`config.mk`:
```
export PLATFORM = sky130hd
export DESIGN_NAME = d_cache_tq
export DESIGN_NICKNAME = d
export VERILOG_FILES = /design/src/rtl/d_cache_tq_pkg.sv /design/src/rtl/d_cache_rd_rsp_align.sv /design/src/rtl/d_cache_tq.sv /design/src/rtl/d_cache_tq_entry.sv /design/src/rtl/d_cache_tq_merge_buffer.sv /design/src/rtl/d_cache_tq_occupancy.sv
export VERILOG_INCLUDE_DIRS = /design/src /design/src/rtl
export SDC_FILE = /design/constraint.sdc
export NUM_CORES = 1
export LEC_CHECK = 0
export BUFFER_PORTS_ARGS = -buffer_cell sky130_fd_sc_hd__buf_2
export CORE_AREA = 2 2 219 436
export DETAILED_ROUTE_END_ITERATION = 10
export DIE_AREA = 0 0 221 438
export SYNTH_ARGS = -nofsm -noshare
export SYNTH_HDL_FRONTEND = slang
export SYNTH_SLANG_ARGS = --single-unit
```
`constraint.sdc`:
```
create_clock -name clk -period 4.7 [get_ports clk]
set_input_delay 0.94 -clock clk [delete_from_list [all_inputs] [get_ports clk]]
set_output_delay 0.94 -clock clk [all_outputs]
set_load 0.01 [all_outputs]
```
`src/rtl/d_cache_tq_macros.svh`:
```
// Size definitions of the data cache transaction queue
// Queue depth, line and word widths, address field positions
`ifndef D_CACHE_TQ_MACROS_SVH
`define D_CACHE_TQ_MACROS_SVH

// Queue sizing
`define NUM_TQ_ENTRY     4
`define TQ_ID_W          2

// Line and word
`define CL_W             128
`define CL_BYTES         16
`define WORD_W           32

// Address fields
`define ADDR_W           20
`define LSB_WORD_OFFSET  2   // Word select within the line
`define MSB_WORD_OFFSET  3
`define LSB_SET          4   // First line address bit
`define REG_ID_W         5   // Destination register id

`endif

```
`src/rtl/d_cache_tq_pkg.sv`:
```
// Shared types of the data cache transaction queue
// Opcodes, lookup ops and results, entry states
// Core, pipe and fill memory transaction structs
`include "d_cache_tq_macros.svh"

package d_cache_tq_pkg;

    typedef logic [`TQ_ID_W-1:0]            t_tq_id;
    typedef logic [`ADDR_W-`LSB_SET-1:0]    t_cl_address;   // Address bits above the line offset
    typedef logic [`WORD_W-1:0]             t_word;
    typedef logic [`CL_W-1:0]               t_cl_data;

    typedef enum logic [1:0] {
        RD_OP = 2'b00,
        WR_OP = 2'b01
    } t_opcode;

    typedef enum logic [1:0] {
        NO_LU   = 2'b00,
        RD_LU   = 2'b01,
        WR_LU   = 2'b10,
        FILL_LU = 2'b11   // Line install after the fill memory returned
    } t_lu_op;

    typedef enum logic [1:0] {
        NO_RESULT = 2'b00,
        HIT       = 2'b01,
        MISS      = 2'b10,
        FILL      = 2'b11
    } t_lu_result;

    typedef enum logic [2:0] {
        S_IDLE          = 3'd0,
        S_LU_CORE       = 3'd1,   // Core lookup in flight
        S_MB_WAIT_FILL  = 3'd2,   // Missed, merge buffer open
        S_MB_FILL_READY = 3'd3,   // Line returned, fill lookup pending
        S_FILL_LU       = 3'd4    // Fill lookup in flight
    } t_tq_state;

    //==========================================================================
    // Transaction structs
    //==========================================================================
    typedef struct packed {
        logic                   valid;
        t_opcode                opcode;
        logic [`ADDR_W-1:0]     address;
        t_word                  data;
        logic [3:0]             byte_en;
        logic                   sign_extend;
        logic [`REG_ID_W-1:0]   reg_id;
    } t_req;

    typedef struct packed {
        logic                   valid;
        t_lu_op                 lu_op;
        t_tq_id                 tq_id;
        logic [`ADDR_W-1:0]     address;
        t_word                  data;
        t_cl_data               cl_data;        // Merged line, fill lookups only
        logic [3:0]             byte_en;
        logic                   sign_extend;
        logic                   rd_indication;
        logic                   wr_indication;
        logic [`REG_ID_W-1:0]   reg_id;
    } t_lu_req;

    typedef struct packed {
        logic                   valid;
        t_lu_op                 lu_op;
        t_lu_result             lu_result;
        t_tq_id                 tq_id;
        logic [`ADDR_W-1:0]     address;
        t_cl_data               cl_data;
        logic [3:0]             byte_en;
        logic                   sign_extend;
        logic                   rd_indication;
        logic [`REG_ID_W-1:0]   reg_id;
    } t_lu_rsp;

    typedef struct packed {
        logic                   valid;
        t_tq_id                 tq_id;
        t_cl_data               cl_data;
    } t_fm_rd_rsp;

    typedef struct packed {
        logic                   valid;
        logic [`ADDR_W-1:0]     address;
        t_word                  data;
        logic [`REG_ID_W-1:0]   reg_id;
    } t_rd_rsp;

endpackage

```
`src/rtl/d_cache_rd_rsp_align.sv`:
```
// Core read response from a Q3 pipe response
// Word select, byte masking, sign or zero extension
`timescale 1ns/100ps
`include "d_cache_tq_macros.svh"

module d_cache_rd_rsp_align (
    input  var d_cache_tq_pkg::t_lu_rsp lu_rsp,
    output d_cache_tq_pkg::t_rd_rsp     rd_rsp
);
    import d_cache_tq_pkg::*;

    t_word word_sel;
    t_word data_word;
    logic  sign_bit;    // Top bit of the byte below

    // Addressed word of the line
    assign word_sel = lu_rsp.cl_data[lu_rsp.address[`MSB_WORD_OFFSET:`LSB_WORD_OFFSET]*`WORD_W
                                     +: `WORD_W];

    always_comb begin
        sign_bit = 1'b0;    // Byte 0 zero when disabled
        for (int b = 0; b < 4; b++) begin
            if (lu_rsp.byte_en[b])       data_word[b*8 +: 8] = word_sel[b*8 +: 8];
            else if (lu_rsp.sign_extend) data_word[b*8 +: 8] = {8{sign_bit}};
            else                         data_word[b*8 +: 8] = 8'h00;
            sign_bit = data_word[b*8+7];
        end
    end

    // Read hit, or a fill that carries a waiting read
    assign rd_rsp.valid   = lu_rsp.valid &&
                            (((lu_rsp.lu_op == RD_LU) && (lu_rsp.lu_result == HIT)) ||
                             ((lu_rsp.lu_op == FILL_LU) && lu_rsp.rd_indication));
    assign rd_rsp.address = lu_rsp.address;
    assign rd_rsp.data    = data_word;
    assign rd_rsp.reg_id  = lu_rsp.reg_id;

endmodule

```
`src/rtl/d_cache_tq.sv`:
```
// Transaction queue top level of the data cache
// Entry array, merge hit detection, free and fill pick, pipe lookup mux
`timescale 1ns/100ps
`include "d_cache_tq_macros.svh"

module d_cache_tq (
    input  logic                                clk,
    input  logic                                rst_n,
    input  var d_cache_tq_pkg::t_req            core_req,
    output logic                                ready,
    output d_cache_tq_pkg::t_rd_rsp             cache2core_rsp,
    input  var d_cache_tq_pkg::t_fm_rd_rsp      fm_rsp,
    output d_cache_tq_pkg::t_lu_req             pipe_lu_req_q1,
    input  var d_cache_tq_pkg::t_lu_rsp         pipe_lu_rsp_q3
);
    import d_cache_tq_pkg::*;

    t_tq_state                                  entry_state   [`NUM_TQ_ENTRY];
    t_cl_address                                entry_cl_addr [`NUM_TQ_ENTRY];
    logic [`REG_ID_W-1:0]                       entry_reg_id  [`NUM_TQ_ENTRY];
    logic [`MSB_WORD_OFFSET:`LSB_WORD_OFFSET]   entry_offset  [`NUM_TQ_ENTRY];
    t_cl_data                                   entry_data    [`NUM_TQ_ENTRY];
    logic [`NUM_TQ_ENTRY-1:0]                   entry_rd_ind;
    logic [`NUM_TQ_ENTRY-1:0]                   entry_release;
    logic [`NUM_TQ_ENTRY-1:0]                   merge_hit;
    logic [`NUM_TQ_ENTRY-1:0]                   allocate;
    logic [`NUM_TQ_ENTRY-1:0]                   fill_issue;
    logic                                       full;
    logic                                       accept;       // Request taken this cycle
    logic                                       any_merge;
    logic                                       free_found;
    logic                                       fill_found;
    t_tq_id                                     first_free_id;
    t_tq_id                                     first_fill_id;

    assign ready     = !full;
    assign accept    = core_req.valid && ready;
    assign any_merge = |merge_hit;

    //==========================================================================
    // Merge hit and entry pick
    //==========================================================================
    always_comb begin
        free_found    = 1'b0;
        fill_found    = 1'b0;
        first_free_id = '0;
        first_fill_id = '0;
        for (int i = `NUM_TQ_ENTRY-1; i >= 0; i--) begin   // Downward so lowest wins
            merge_hit[i] = core_req.valid &&
                           (core_req.address[`ADDR_W-1:`LSB_SET] == entry_cl_addr[i]) &&
                           ((entry_state[i] == S_MB_WAIT_FILL) ||
                            (entry_state[i] == S_MB_FILL_READY));
            if (entry_state[i] == S_IDLE) begin
                free_found    = 1'b1;
                first_free_id = t_tq_id'(i);
            end
            if (entry_state[i] == S_MB_FILL_READY) begin
                fill_found    = 1'b1;
                first_fill_id = t_tq_id'(i);
            end
        end
        for (int i = 0; i < `NUM_TQ_ENTRY; i++) begin
            allocate[i]   = accept && !any_merge && free_found && (first_free_id == t_tq_id'(i));
            fill_issue[i] = !accept && fill_found && (first_fill_id == t_tq_id'(i));  // Core first
        end
    end

    for (genvar g = 0; g < `NUM_TQ_ENTRY; g++) begin : g_entry
        d_cache_tq_entry entry (
            .clk            (clk),
            .rst_n          (rst_n),
            .entry_id       (t_tq_id'(g)),
            .core_req       (core_req),
            .allocate       (allocate[g]),
            .merge          (accept && merge_hit[g]),
            .fm_rsp         (fm_rsp),
            .pipe_lu_rsp_q3 (pipe_lu_rsp_q3),
            .fill_issue     (fill_issue[g]),
            .state          (entry_state[g]),
            .cl_address     (entry_cl_addr[g]),
            .rd_indication  (entry_rd_ind[g]),
            .reg_id         (entry_reg_id[g]),
            .word_offset    (entry_offset[g]),
            .fill_data      (entry_data[g]),
            .release_entry  (entry_release[g])
        );
    end

    d_cache_tq_occupancy occupancy (
        .clk           (clk),
        .rst_n         (rst_n),
        .alloc         (|allocate),
        .release_entry (|entry_release),   // One Q3 response per cycle
        .full          (full)
    );

    d_cache_rd_rsp_align rd_rsp_align (
        .lu_rsp (pipe_lu_rsp_q3),
        .rd_rsp (cache2core_rsp)
    );

    //==========================================================================
    // Pipe lookup mux, core request over fill
    //==========================================================================
    always_comb begin
        pipe_lu_req_q1 = '0;
        if (accept && !any_merge) begin
            pipe_lu_req_q1.valid         = 1'b1;
            pipe_lu_req_q1.lu_op         = (core_req.opcode == WR_OP) ? WR_LU : RD_LU;
            pipe_lu_req_q1.tq_id         = first_free_id;
            pipe_lu_req_q1.address       = core_req.address;
            pipe_lu_req_q1.data          = core_req.data;
            pipe_lu_req_q1.byte_en       = core_req.byte_en;
            pipe_lu_req_q1.sign_extend   = core_req.sign_extend;
            pipe_lu_req_q1.rd_indication = (core_req.opcode == RD_OP);
            pipe_lu_req_q1.wr_indication = (core_req.opcode == WR_OP);
            pipe_lu_req_q1.reg_id        = core_req.reg_id;
        end else if (!accept && fill_found) begin
            pipe_lu_req_q1.valid         = 1'b1;
            pipe_lu_req_q1.lu_op         = FILL_LU;
            pipe_lu_req_q1.tq_id         = first_fill_id;
            pipe_lu_req_q1.address       = {entry_cl_addr[first_fill_id],
                                            entry_offset[first_fill_id],
                                            {`LSB_WORD_OFFSET{1'b0}}};   // Waiting read's word
            pipe_lu_req_q1.cl_data       = entry_data[first_fill_id];
            pipe_lu_req_q1.byte_en       = 4'b1111;                      // Whole word back
            pipe_lu_req_q1.rd_indication = entry_rd_ind[first_fill_id];
            pipe_lu_req_q1.reg_id        = entry_reg_id[first_fill_id];
        end
    end

    // Only one read may wait on a line, so nothing merges into a read-marked entry
    a_no_merge_on_rd: assert property (@(posedge clk) disable iff (!rst_n)
        accept |-> !(|(merge_hit & entry_rd_ind)));

endmodule

```
`src/rtl/d_cache_tq_entry.sv`:
```
// One transaction queue entry
// State machine from allocation to release, request identity, merge buffer
`timescale 1ns/100ps
`include "d_cache_tq_macros.svh"

module d_cache_tq_entry (
    input  logic                                        clk,
    input  logic                                        rst_n,
    input  d_cache_tq_pkg::t_tq_id                      entry_id,
    input  var d_cache_tq_pkg::t_req                    core_req,
    input  logic                                        allocate,
    input  logic                                        merge,
    input  var d_cache_tq_pkg::t_fm_rd_rsp              fm_rsp,
    input  var d_cache_tq_pkg::t_lu_rsp                 pipe_lu_rsp_q3,
    input  logic                                        fill_issue,
    output d_cache_tq_pkg::t_tq_state                   state,
    output d_cache_tq_pkg::t_cl_address                 cl_address,
    output logic                                        rd_indication,
    output logic [`REG_ID_W-1:0]                        reg_id,
    output logic [`MSB_WORD_OFFSET:`LSB_WORD_OFFSET]    word_offset,
    output d_cache_tq_pkg::t_cl_data                    fill_data,
    output logic                                        release_entry
);
    import d_cache_tq_pkg::*;

    logic own_q3;       // Q3 response for this entry
    logic own_fm;       // Fill memory return for this entry
    logic hit_q3;
    logic miss_q3;
    logic fill_q3;
    logic rd_merge;

    assign own_q3   = pipe_lu_rsp_q3.valid && (pipe_lu_rsp_q3.tq_id == entry_id);
    assign own_fm   = fm_rsp.valid && (fm_rsp.tq_id == entry_id);
    assign hit_q3   = own_q3 && (pipe_lu_rsp_q3.lu_result == HIT);
    assign miss_q3  = own_q3 && (pipe_lu_rsp_q3.lu_result == MISS);
    assign fill_q3  = own_q3 && (pipe_lu_rsp_q3.lu_result == FILL);
    assign rd_merge = merge && (core_req.opcode == RD_OP);

    // Release in the cycle of the closing response
    assign release_entry = (hit_q3 && (state == S_LU_CORE)) ||
                           (fill_q3 && (state == S_FILL_LU));

    //==========================================================================
    // Transaction state machine
    //==========================================================================
    always_ff @(posedge clk) begin
        if (!rst_n) begin
            state         <= S_IDLE;
            rd_indication <= 1'b0;
        end else begin
            case (state)
                S_IDLE:          if (allocate) state <= S_LU_CORE;
                S_LU_CORE: begin
                    if (hit_q3)       state <= S_IDLE;           // Done, no miss
                    else if (miss_q3) state <= S_MB_WAIT_FILL;   // Wait for the line
                end
                S_MB_WAIT_FILL:  if (own_fm) state <= S_MB_FILL_READY;
                S_MB_FILL_READY: if (fill_issue) state <= S_FILL_LU;
                S_FILL_LU:       if (fill_q3) state <= S_IDLE;
                default:         state <= S_IDLE;
            endcase
            // A read owner or a merged read gets the line on the fill
            if (allocate)      rd_indication <= (core_req.opcode == RD_OP);
            else if (rd_merge) rd_indication <= 1'b1;
        end
    end

    // Request identity
    always_ff @(posedge clk) begin
        if (allocate) cl_address <= core_req.address[`ADDR_W-1:`LSB_SET];
        if (allocate || rd_merge) begin
            reg_id      <= core_req.reg_id;                                    // Read destination
            word_offset <= core_req.address[`MSB_WORD_OFFSET:`LSB_WORD_OFFSET];
        end
    end

    d_cache_tq_merge_buffer merge_buffer (
        .clk         (clk),
        .rst_n       (rst_n),
        .clear       (allocate),
        .wr_en       ((allocate || merge) && (core_req.opcode == WR_OP)),
        .word_offset (core_req.address[`MSB_WORD_OFFSET:`LSB_WORD_OFFSET]),
        .wr_data     (core_req.data),
        .byte_en     (core_req.byte_en),
        .fill_en     (own_fm && (state == S_MB_WAIT_FILL)),
        .fill_data   (fm_rsp.cl_data),
        .cl_data     (fill_data)
    );

    // Pipe and FM responses only arrive where this entry expects them
    a_lookup_rsp_state: assert property (@(posedge clk) disable iff (!rst_n)
        (hit_q3 || miss_q3) |-> (state == S_LU_CORE));
    a_fill_rsp_state: assert property (@(posedge clk) disable iff (!rst_n)
        fill_q3 |-> (state == S_FILL_LU));
    a_fm_rsp_state: assert property (@(posedge clk) disable iff (!rst_n)
        own_fm |-> (state == S_MB_WAIT_FILL));

endmodule

```
`src/rtl/d_cache_tq_merge_buffer.sv`:
```
// Per-entry line store with a byte valid mask
// Merges core writes, overlays fill data under the written bytes
`timescale 1ns/100ps
`include "d_cache_tq_macros.svh"

module d_cache_tq_merge_buffer (
    input  logic                                        clk,
    input  logic                                        rst_n,
    input  logic                                        clear,
    input  logic                                        wr_en,
    input  logic [`MSB_WORD_OFFSET:`LSB_WORD_OFFSET]    word_offset,
    input  d_cache_tq_pkg::t_word                       wr_data,
    input  logic [3:0]                                  byte_en,
    input  logic                                        fill_en,
    input  d_cache_tq_pkg::t_cl_data                    fill_data,
    output d_cache_tq_pkg::t_cl_data                    cl_data
);
    import d_cache_tq_pkg::*;

    logic [`CL_BYTES-1:0] byte_valid;   // Bytes owned by core writes
    logic [`CL_BYTES-1:0] wr_sel;       // Line bytes written this cycle

    // Place the word's byte enables at the addressed word
    assign wr_sel = wr_en ? (`CL_BYTES'(byte_en) << {word_offset, 2'b00}) : '0;

    always_ff @(posedge clk) begin
        if (!rst_n) begin
            byte_valid <= '0;
        end else if (clear) begin
            byte_valid <= wr_sel;               // New owner, maybe with its own write
        end else begin
            byte_valid <= byte_valid | wr_sel;
        end
    end

    //==========================================================================
    // Line data, write bytes beat fill bytes
    //==========================================================================
    always_ff @(posedge clk) begin
        for (int i = 0; i < `CL_BYTES; i++) begin
            if (wr_sel[i]) begin
                cl_data[i*8 +: 8] <= wr_data[(i%4)*8 +: 8];
            end else if (fill_en && !byte_valid[i]) begin
                cl_data[i*8 +: 8] <= fill_data[i*8 +: 8];   // Only holes take fill data
            end
        end
    end

endmodule

```
`src/rtl/d_cache_tq_occupancy.sv`:
```
// Busy entry counter of the transaction queue
// Raises full when every entry is taken
`timescale 1ns/100ps
`include "d_cache_tq_macros.svh"

module d_cache_tq_occupancy (
    input  logic clk,
    input  logic rst_n,
    input  logic alloc,
    input  logic release_entry,
    output logic full
);
    logic [`TQ_ID_W:0] count;   // One bit wider than the index to reach the depth

    always_ff @(posedge clk) begin
        if (!rst_n) begin
            count <= '0;
        end else if (alloc && !release_entry) begin
            count <= count + 1'b1;
        end else if (!alloc && release_entry) begin
            count <= count - 1'b1;
        end
    end

    assign full = (count == (`TQ_ID_W+1)'(`NUM_TQ_ENTRY));

    a_no_underflow: assert property (@(posedge clk) disable iff (!rst_n)
        release_entry |-> (count != '0));
    a_no_alloc_full: assert property (@(posedge clk) disable iff (!rst_n)
        alloc |-> !full);

endmodule

```
==> results by group, run 1 <==
Clocking
  – Root Buffer: clkbuf_16
  – Hold Buf Count CTS: 0
  – TritonCTS clock tree: done
  – Total CTS buffers: 66
  – Post-CTS Resized: 0
  – Post CTS Setup Buffer Count: 0
  – Sink Count: 687
  – Clock latency on the worst-skew pair: 0.66 ns
  – Buffer depth of the longest clock path: 3
  – H-Tree Depth: 3
  – Clk slew on worst S/H paths: 0.06 ns

STA
  – TNS Setup: 0 ns
  – Rel. slew slack: 0.1647
  – Final setup fails: 0
  – Final Hold Vio Count: 0
  – Fin Hold WS: 0.4485 ns
  – Minimum period implied by the final worst setup slack: 4.535 ns
  – Slew @ Worst Pin: 1.240 ns
  – Final Cycle Share: 0.9649
  – RSZ-0062 raised after global routing: no
  – Final slew viol count: 0
  – F_max: 220.5 MHz
  – Setup Skew: 0.02381 ns

GRT
  – Vias in the first global route: 25740
  – GRT Overall Usage: 0.2781
  – First-pass GRT wire length: 191200 microns
  – Largest net degree at the start of global routing: 83
  – Grt ovf: 0
  – Initial antenna violation count: 60

Setup path
  – Critical path class: reg2out
  – Worst path most repeated cell: buf_12
  – Worst setup SP type: flop
  – Slowest stage delay, CP: 0.55 ns
  – CP endpoint kind: output port
  – Worst-path maximum fanout: 31
  – CP cell instances: nor2b_2 -> nand2_2 -> inv_1 -> o21ai_1 -> nand2_4 -> buf_12 -> buf_12 -> mux2_2 -> a222oi_1 -> nor2_1 -> buf_2
  – Worst endpoint required time: 3.76 ns
  – CP arrival: 3.59 ns
  – CP max-delay cell: a222oi_1

Placed design
  – Post-detail-place hpwl: 100800 microns
  – IO Port Bufs: 573
  – Cell Area, Placed: 0.04168 sq mm
  – Gpl congestion: 0.9999

Drt
  – Vias per cell: 5.762
  – DR top layer: met5
  – Wirelength, routed: 138000 microns
  – Drt first pass iters: 8
  – Met3 WL: 9663 microns
  – Via count: 25750
  – 1st-iter DRT viols: 2010
  – DR WL met2: 72020 microns
  – DRC Markers: 0
  – Routed wire per std cell: 30.88 microns
  – Met1 wire length: 45710 microns
  – Post-route ant nets: 0

Yosys
  – Sequential fraction of the synthesis area: 0.5343
  – Share of the synthesized area in the top cell type: 0.4895
  – Synth Cell Area: 0.03705 sq mm
  – Cell accounting for the most synthesized area: edfxtp_1
  – Synthesized area per cell: 14.26 sq um
  – Ys Warns: 0
  – Top cells by area, synth: edfxtp_1 (49%), mux2_4 (12%), mux2_2 (11%)
  – FF+latch count, synth: 687
  – Main synth FF type: edfxtp_1
  – Syn Inst Count: 2598
  – Async set-or-reset flop fraction in the synthesized netlist: 0
  – Synth unique cells: 76
  – Number of synthesized flops with an enable pin: 604
  – Syn nets: 2964

Floorplanning
  – Starting Density: 0.3955
  – Core area: 0.09370 sq mm
  – Number of placement rows: 159
  – DIE WIDTH: 221 microns
  – I/O pins: 620
  – DIE HEIGHT: 438 microns
  – Die Footprint: 0.09680 sq mm

Cells and area
  – Layout fillers: 8459
  – Post-route cell area: 0.04390 sq mm
  – Final Net Count: 3540
  – Layout cell share with drive strength beyond 1: 0.5025
  – Area delta synth->final: 18.46%

Hold path
  – Hold Path Class: reg2reg

Power and ir drop
  – Leakage: 17.34 nW
  – Pwr/cell area: 311.8 mW/mm^2
  – VDD IR max: 0.3152 mV
  – Tot Pwr: 13.69 mW

Run status
  – Outcome: completed

Job
  – Max Cap Viol: 0
-- cell families after synthesis --
kind of cell,share of synthesized area
muxes,0.2510
DFF,0.5343
and+or+nand+nor,0.08553
AOI/OAI and AO/OA,0.08094
buffers and inverters,0.03117
xor gates and xnor gates,0.01621
adders and majority gates,0.0008779
-- metal layers --
layer,global-route usage,vias up
met5,0,-
met3,0.06447,339
met2,0.5047,1114
li1,-,11280
met4,0.1920,30
met1,0.2804,12980
-- cells in the mapped netlist, types with 32 or more instances --
cell type	instances
a21boi_1	34
buf_4	33
mux2_2	376
and3_1	39
mux4_2	32
a21boi_0	37
mux2_4	288
a222oi_1	152
xnor2_1	40
nand2_1	153
clkbuf_1	142
nand2_8	36
o21ai_0	103
edfxtp_1	604
dfxtp_1	83
nor2_1	152
-- registers in the layout, summed over array words and instances, names as in the netlist --
register                               count
g_entry.entry.merge_buffer.byte_valid     64
g_entry.entry.reg_id                      20
g_entry.entry.rd_indication                4
occupancy.count                            3
g_entry.entry.merge_buffer.cl_data       512
g_entry.entry.cl_address                  64
g_entry.entry.word_offset                  8
g_entry.entry.state                       12
-- area by class of cell --
cell class	count	area (sq um)	area share
Timing Repair Buffer	731	4222	0.09617
Tap cell	1207	1510	0.03440
Sequential cell	687	19800	0.4510
Multi-Input combinational cell	1679	16160	0.3681
Antenna cell	35	87.58	0.001995
Clock buffer	81	1759	0.04008
Clock inverter	39	326.6	0.007440
Inverter	9	33.78	0.0007696
-- layout by cell type (no fill, tap or decap), drive strengths merged, types with 6 or more instances in the layout --
cell	Yosys	final
xnor2	43	43
a21o	16	16
o21ai	109	109
nand2b	7	7
a21oi	7	7
nor3b	6	6
nand4	10	10
edfxtp	604	604
a21boi	71	71
mux2	664	664
inv	9	16
mux4	32	32
nor2b	9	9
nand3	17	17
nand2	218	218
a222oi	152	152
nor2	152	152
buf	80	730
diode	0	35
clkinv	0	27
and2	28	28
dfxtp	83	83
nor4	9	9
nand3b	7	7
xor2	23	23
nor3	12	12
and3	39	39
clkbuf	143	82
-- where the power goes --
group	internal [mW]	leakage, nW	switching, mW
clock network	2.87	1.02	2.43
logic	0.698	10.2	0.933
registers	6.72	6.12	0.0376
total	10.3	17.3	3.40
-- worst max-delay path, delay by kind of cell (launching register included) --
family	cells	cell delay (ns)
DFF	1	0.44
AOI/OAI and AO/OA	2	0.67
and+or+nand+nor	4	0.70
muxes	1	0.36
buffers and inverters	4	0.71
-- per-stage QoR --
stage	utilization	setup WS (ns)	instances
after floorplan	-	0.9920	2598
after global placement	0.4447	0.3160	4311
after detailed placement	0.4448	0.3430	4312
after CTS	0.4671	0.002952	4432
after global routing	0.4681	0.05252	4454
final	0.4685	0.1652	4468
-- final timing paths --
kind | cells past startpoint | slack, ns | startpoint | end
hold reg to reg | 2 | 0.45 | g_entry[1].entry.merge_buffer.byte_valid[13] | g_entry[1].entry.merge_buffer.byte_valid[13]
hold / removal | 2 | 0.45 | g_entry[1].entry.merge_buffer.byte_valid[13] | g_entry[1].entry.merge_buffer.byte_valid[13]
setup reg to reg | 10 | 1.08 | g_entry[3].entry.cl_address[4] | g_entry[0].entry.merge_buffer.cl_data[64]
setup / recovery | 11 | 0.17 | g_entry[2].entry.state[1] | pipe_lu_req_q1[19]
Power figures use the tool's default switching activity.
==> inputs of run 2 (changes only) <==
Settings changed: ABC_AREA set to 1, CORE_AREA 2 2 219 436 to 2 2 218 434, DIE_AREA 0 0 221 438 to 0 0 220 436.
==> run 2 against run 1 <==
Clock skew is 0.0025 ns lower. Count of clock-buffer cells in the layout up 12. Synthesized cell count increased by 68%. Via count rose by 35%. Hold slack better by 0.012 ns. Critical path depth rose by 1. Largest cell class unchanged. Highest routed layer unchanged.
==> results by group, run 2 <==
Clocking
  – Total CTS buffers: 69 (+4.5%)
  – TritonCTS clock tree: done
  – H-Tree Depth: 3 (unchanged)
  – Clk slew on worst S/H paths: 0.07 ns (about the same)
  – Sink Count: 687 (unchanged)
  – Post CTS Setup Buffer Count: 0 (unchanged)
  – Clock latency on the worst-skew pair: 0.66 ns (about the same)
  – Buffer depth of the longest clock path: 3 (unchanged)
  – Hold Buf Count CTS: 0 (unchanged)
  – Root Buffer: clkbuf_16

Yosys
  – Syn nets: 4736 (+60%)
  – Synthesized area per cell: 8.404 sq um (-41%)
  – Top cells by area, synth: edfxtp_1 (49%), nand2_1 (14%), o21ai_0 (5.7%)
  – Syn Inst Count: 4370 (+68%)
  – Main synth FF type: edfxtp_1
  – Sequential fraction of the synthesis area: 0.5391 (+0.004769)
  – Synth unique cells: 44 (-42%)
  – Number of synthesized flops with an enable pin: 604 (unchanged)
  – Most common cell in the netlist: nand2_1
  – Async set-or-reset flop fraction in the synthesized netlist: 0 (unchanged)
  – FF+latch count, synth: 687 (unchanged)
  – Ys Warns: 0 (unchanged)
  – Synth Cell Area: 0.03673 sq mm (-0.88%)
  – Cell accounting for the most synthesized area: edfxtp_1
  – Leading cell types by count after synthesis: nand2_1 (1414), edfxtp_1 (604), o21ai_0 (420)
  – Share of the synthesized area in the top cell type: 0.4939 (+0.004369)

STA
  – Slew @ Worst Pin: 1.338 ns (+0.09776 ns)
  – F_max: 221.7 MHz (+0.53%)
  – Final setup fails: 0 (unchanged)
  – Setup Skew: 0.02127 ns (-0.002541 ns)
  – Rel. slew slack: 0.09885 (-0.06587)
  – Minimum period implied by the final worst setup slack: 4.511 ns (-0.02391 ns)
  – Final Hold Vio Count: 0 (unchanged)
  – TNS Setup: 0 ns (unchanged)
  – Worst setup slack after layout: 0.1891 ns (+0.02391 ns)
  – Fin Hold WS: 0.4607 ns (+0.01218 ns)
  – Final slew viol count: 0 (unchanged)
  – Final Cycle Share: 0.9598 (-0.005087)

Placed design
  – Worst slack, placed: 0.4931 ns (+0.1501 ns)
  – Cell Area, Placed: 0.04130 sq mm (-0.90%)
  – Gpl congestion: 0.9484 (-5.2%)
  – IO Port Bufs: 573 (unchanged)
  – Post-detail-place hpwl: 105100 microns (+4.2%)
  – Dpl cells: 5980 (+39%)

Cells and area
  – Multi-input logic area: 0.01489 sq mm (-7.8%)
  – Most frequent cells in the layout: nand2_1 (1411), edfxtp_1 (604), buf_2 (573)
  – Layout cell share with drive strength beyond 1: 0.1960 (-0.3064)
  – Max FFs per register: 512 (unchanged)
  – Final Non-Filler Cells: 6122 (+37%)
  – Post-route cell area: 0.04363 sq mm (-0.62%)
  – Final Net Count: 5217 (+47%)
  – Register area: 0.01980 sq mm (unchanged)
  – Layout fillers: 9089 (+7.4%)
  – Area delta synth->final: 18.79%
  – Commonest non-fill, non-tap cell in the layout: nand2_1
  – Post-layout util: 0.4715 (+0.003066)
  – Top Registers: g_entry.entry.merge_buffer.cl_data (512), g_entry.entry.cl_address (64), g_entry.entry.merge_buffer.byte_valid (64)
  – Largest Register: g_entry.entry.merge_buffer.cl_data

Power and ir drop
  – Net Sw Power: 4.746 mW (+39%)
  – Combinational power share: 0.186 (+0.067)
  – Tot Pwr: 15.62 mW (+14%)
  – Clock share of power: 0.363 (-0.024)
  – Flop pwr share: 0.450 (-0.044)
  – Leakage: 17.92 nW (+3.3%)
  – Sw Share: 0.3038 (+0.05510)
  – Cell internal pwr: 10.88 mW (+5.8%)
  – VDD IR max: 0.2877 mV (-8.7%)
  – Pwr/cell area: 358.1 mW/mm^2 (+15%)

Setup path
  – Critical path class: reg2out
  – CP cell instances: inv_1 -> nor2_1 -> inv_1 -> o21ai_1 -> nand2_4 -> inv_4 -> nand2_1 -> bufinv_8 -> buf_12 -> nand2_1 -> a31oi_2 -> buf_2
  – CP endpoint kind: output port
  – Worst-path maximum fanout: 42 (+35%)
  – RR Startpoint: occupancy.count[1]
  – Setup crit start: g_entry[1].entry.state[0]
  – Reg2Reg Depth: 17 (+7)
  – CP arrival: 3.57 ns (-0.02 ns)
  – Slowest stage delay, CP: 0.41 ns (-0.14 ns)
  – Worst endpoint required time: 3.76 ns (about the same)
  – Worst setup SP type: flop
  – CP max-delay cell: dfxtp_1

Floorplanning
  – DIE WIDTH: 220 microns (-0.45%)
  – Starting Density: 0.3970 (+0.001511)
  – DIE HEIGHT: 436 microns (-0.46%)
  – Number of placement rows: 158 (-0.63%)
  – Die Footprint: 0.09592 sq mm (-0.91%)
  – I/O pins: 620 (unchanged)
  – Core area: 0.09252 sq mm (-1.3%)

Drt
  – Wirelength, routed: 149100 microns (+8.1%)
  – Routed wire per std cell: 24.36 microns (-21%)
  – Drt first pass iters: 8 (unchanged)
  – Post-route ant nets: 0 (unchanged)
  – Via count: 34840 (+35%)
  – 1st-iter DRT viols: 2967 (+48%)
  – Vias per cell: 5.691 (-1.2%)
  – DRC Markers: 0 (unchanged)

GRT
  – Vias in the first global route: 33120 (+29%)
  – Grt ovf: 0 (unchanged)
  – First-pass GRT wire length: 212600 microns (+11%)
  – GRT Overall Usage: 0.3025 (+0.02434)
  – Largest net degree at the start of global routing: 169 (+100%)
  – Initial antenna violation count: 25 (-58%)

Job
  – Max Cap Viol: 0 (unchanged)

Hold path
  – Hold Startpoint: g_entry[2].entry.merge_buffer.byte_valid[11]
  – Hold Path Class: reg2reg
  – Hold path cells: 2 (unchanged)

Run status
  – Outcome: completed
-- run 2: power groups by stage --
stage	Sequential (mW)	Combinational [mW]	Clock [mW]
floorplan	7.13	1.57	0
global placement	7.17	2.86	0
detailed placement	7.17	2.87	0
CTS	7.04	2.88	5.74
global route	7.06	3.12	5.94
finish	7.04	2.91	5.67
-- run 2: area by class of cell --
cell class,count,area share
sequential,687,0.4538
inverter,192,0.01698
antenna,15,0.0008604
multi-input combinational,3153,0.3413
tap,1200,0.03442
clock inverter,34,0.007457
clock buffer,93,0.04402
timing repair buffer,748,0.1011
-- run 2: timing repair --
action | in CTS | in global routing
cloned | 0 | 0
setup endpoints to repair | 1 | 21
gates resized for setup | 1 | 8
-- run 2: final timing paths --
kind                                                  end  slack (ns)
min          g_entry[2].entry.merge_buffer.byte_valid[11]        0.46
max reg2reg                            occupancy.count[2]        1.06
min reg2reg  g_entry[2].entry.merge_buffer.byte_valid[11]        0.46
max                                   pipe_lu_req_q1[120]        0.19
-- run 2: worst max-delay path, delay by kind of cell, from the launching register on --
kind	cells	cell delay, ns
DFF	1	0.41
AOI/OAI and AO/OA	2	0.52
buffers and inverters	6	1.31
and+or+nand+nor	4	0.64
-- run 2: cells by family after synthesis --
| logic type | count (synthesis) | synth area share |
|---|---|---|
| AND/OR/NAND/NOR | 2269 | 0.2699 |
| AO/OA/AOI/OAI | 872 | 0.1275 |
| flip-flops | 687 | 0.5391 |
| buffers and inverters | 530 | 0.06023 |
| XOR/XNOR | 10 | 0.002385 |
| adder cells (fa/ha/maj) | 2 | 0.0008857 |
-- run 2: layer usage --
| metal | part of all wire | GRT usage | up-vias |
|---|---|---|---|
| met5 | 0.00084 | 0 | - |
| met4 | 0.049 | 0.1453 | 20 |
| met1 | 0.36 | 0.3454 | 16700 |
| met3 | 0.080 | 0.05914 | 369 |
| met2 | 0.51 | 0.5344 | 1661 |
| li1 | - | - | 16100 |
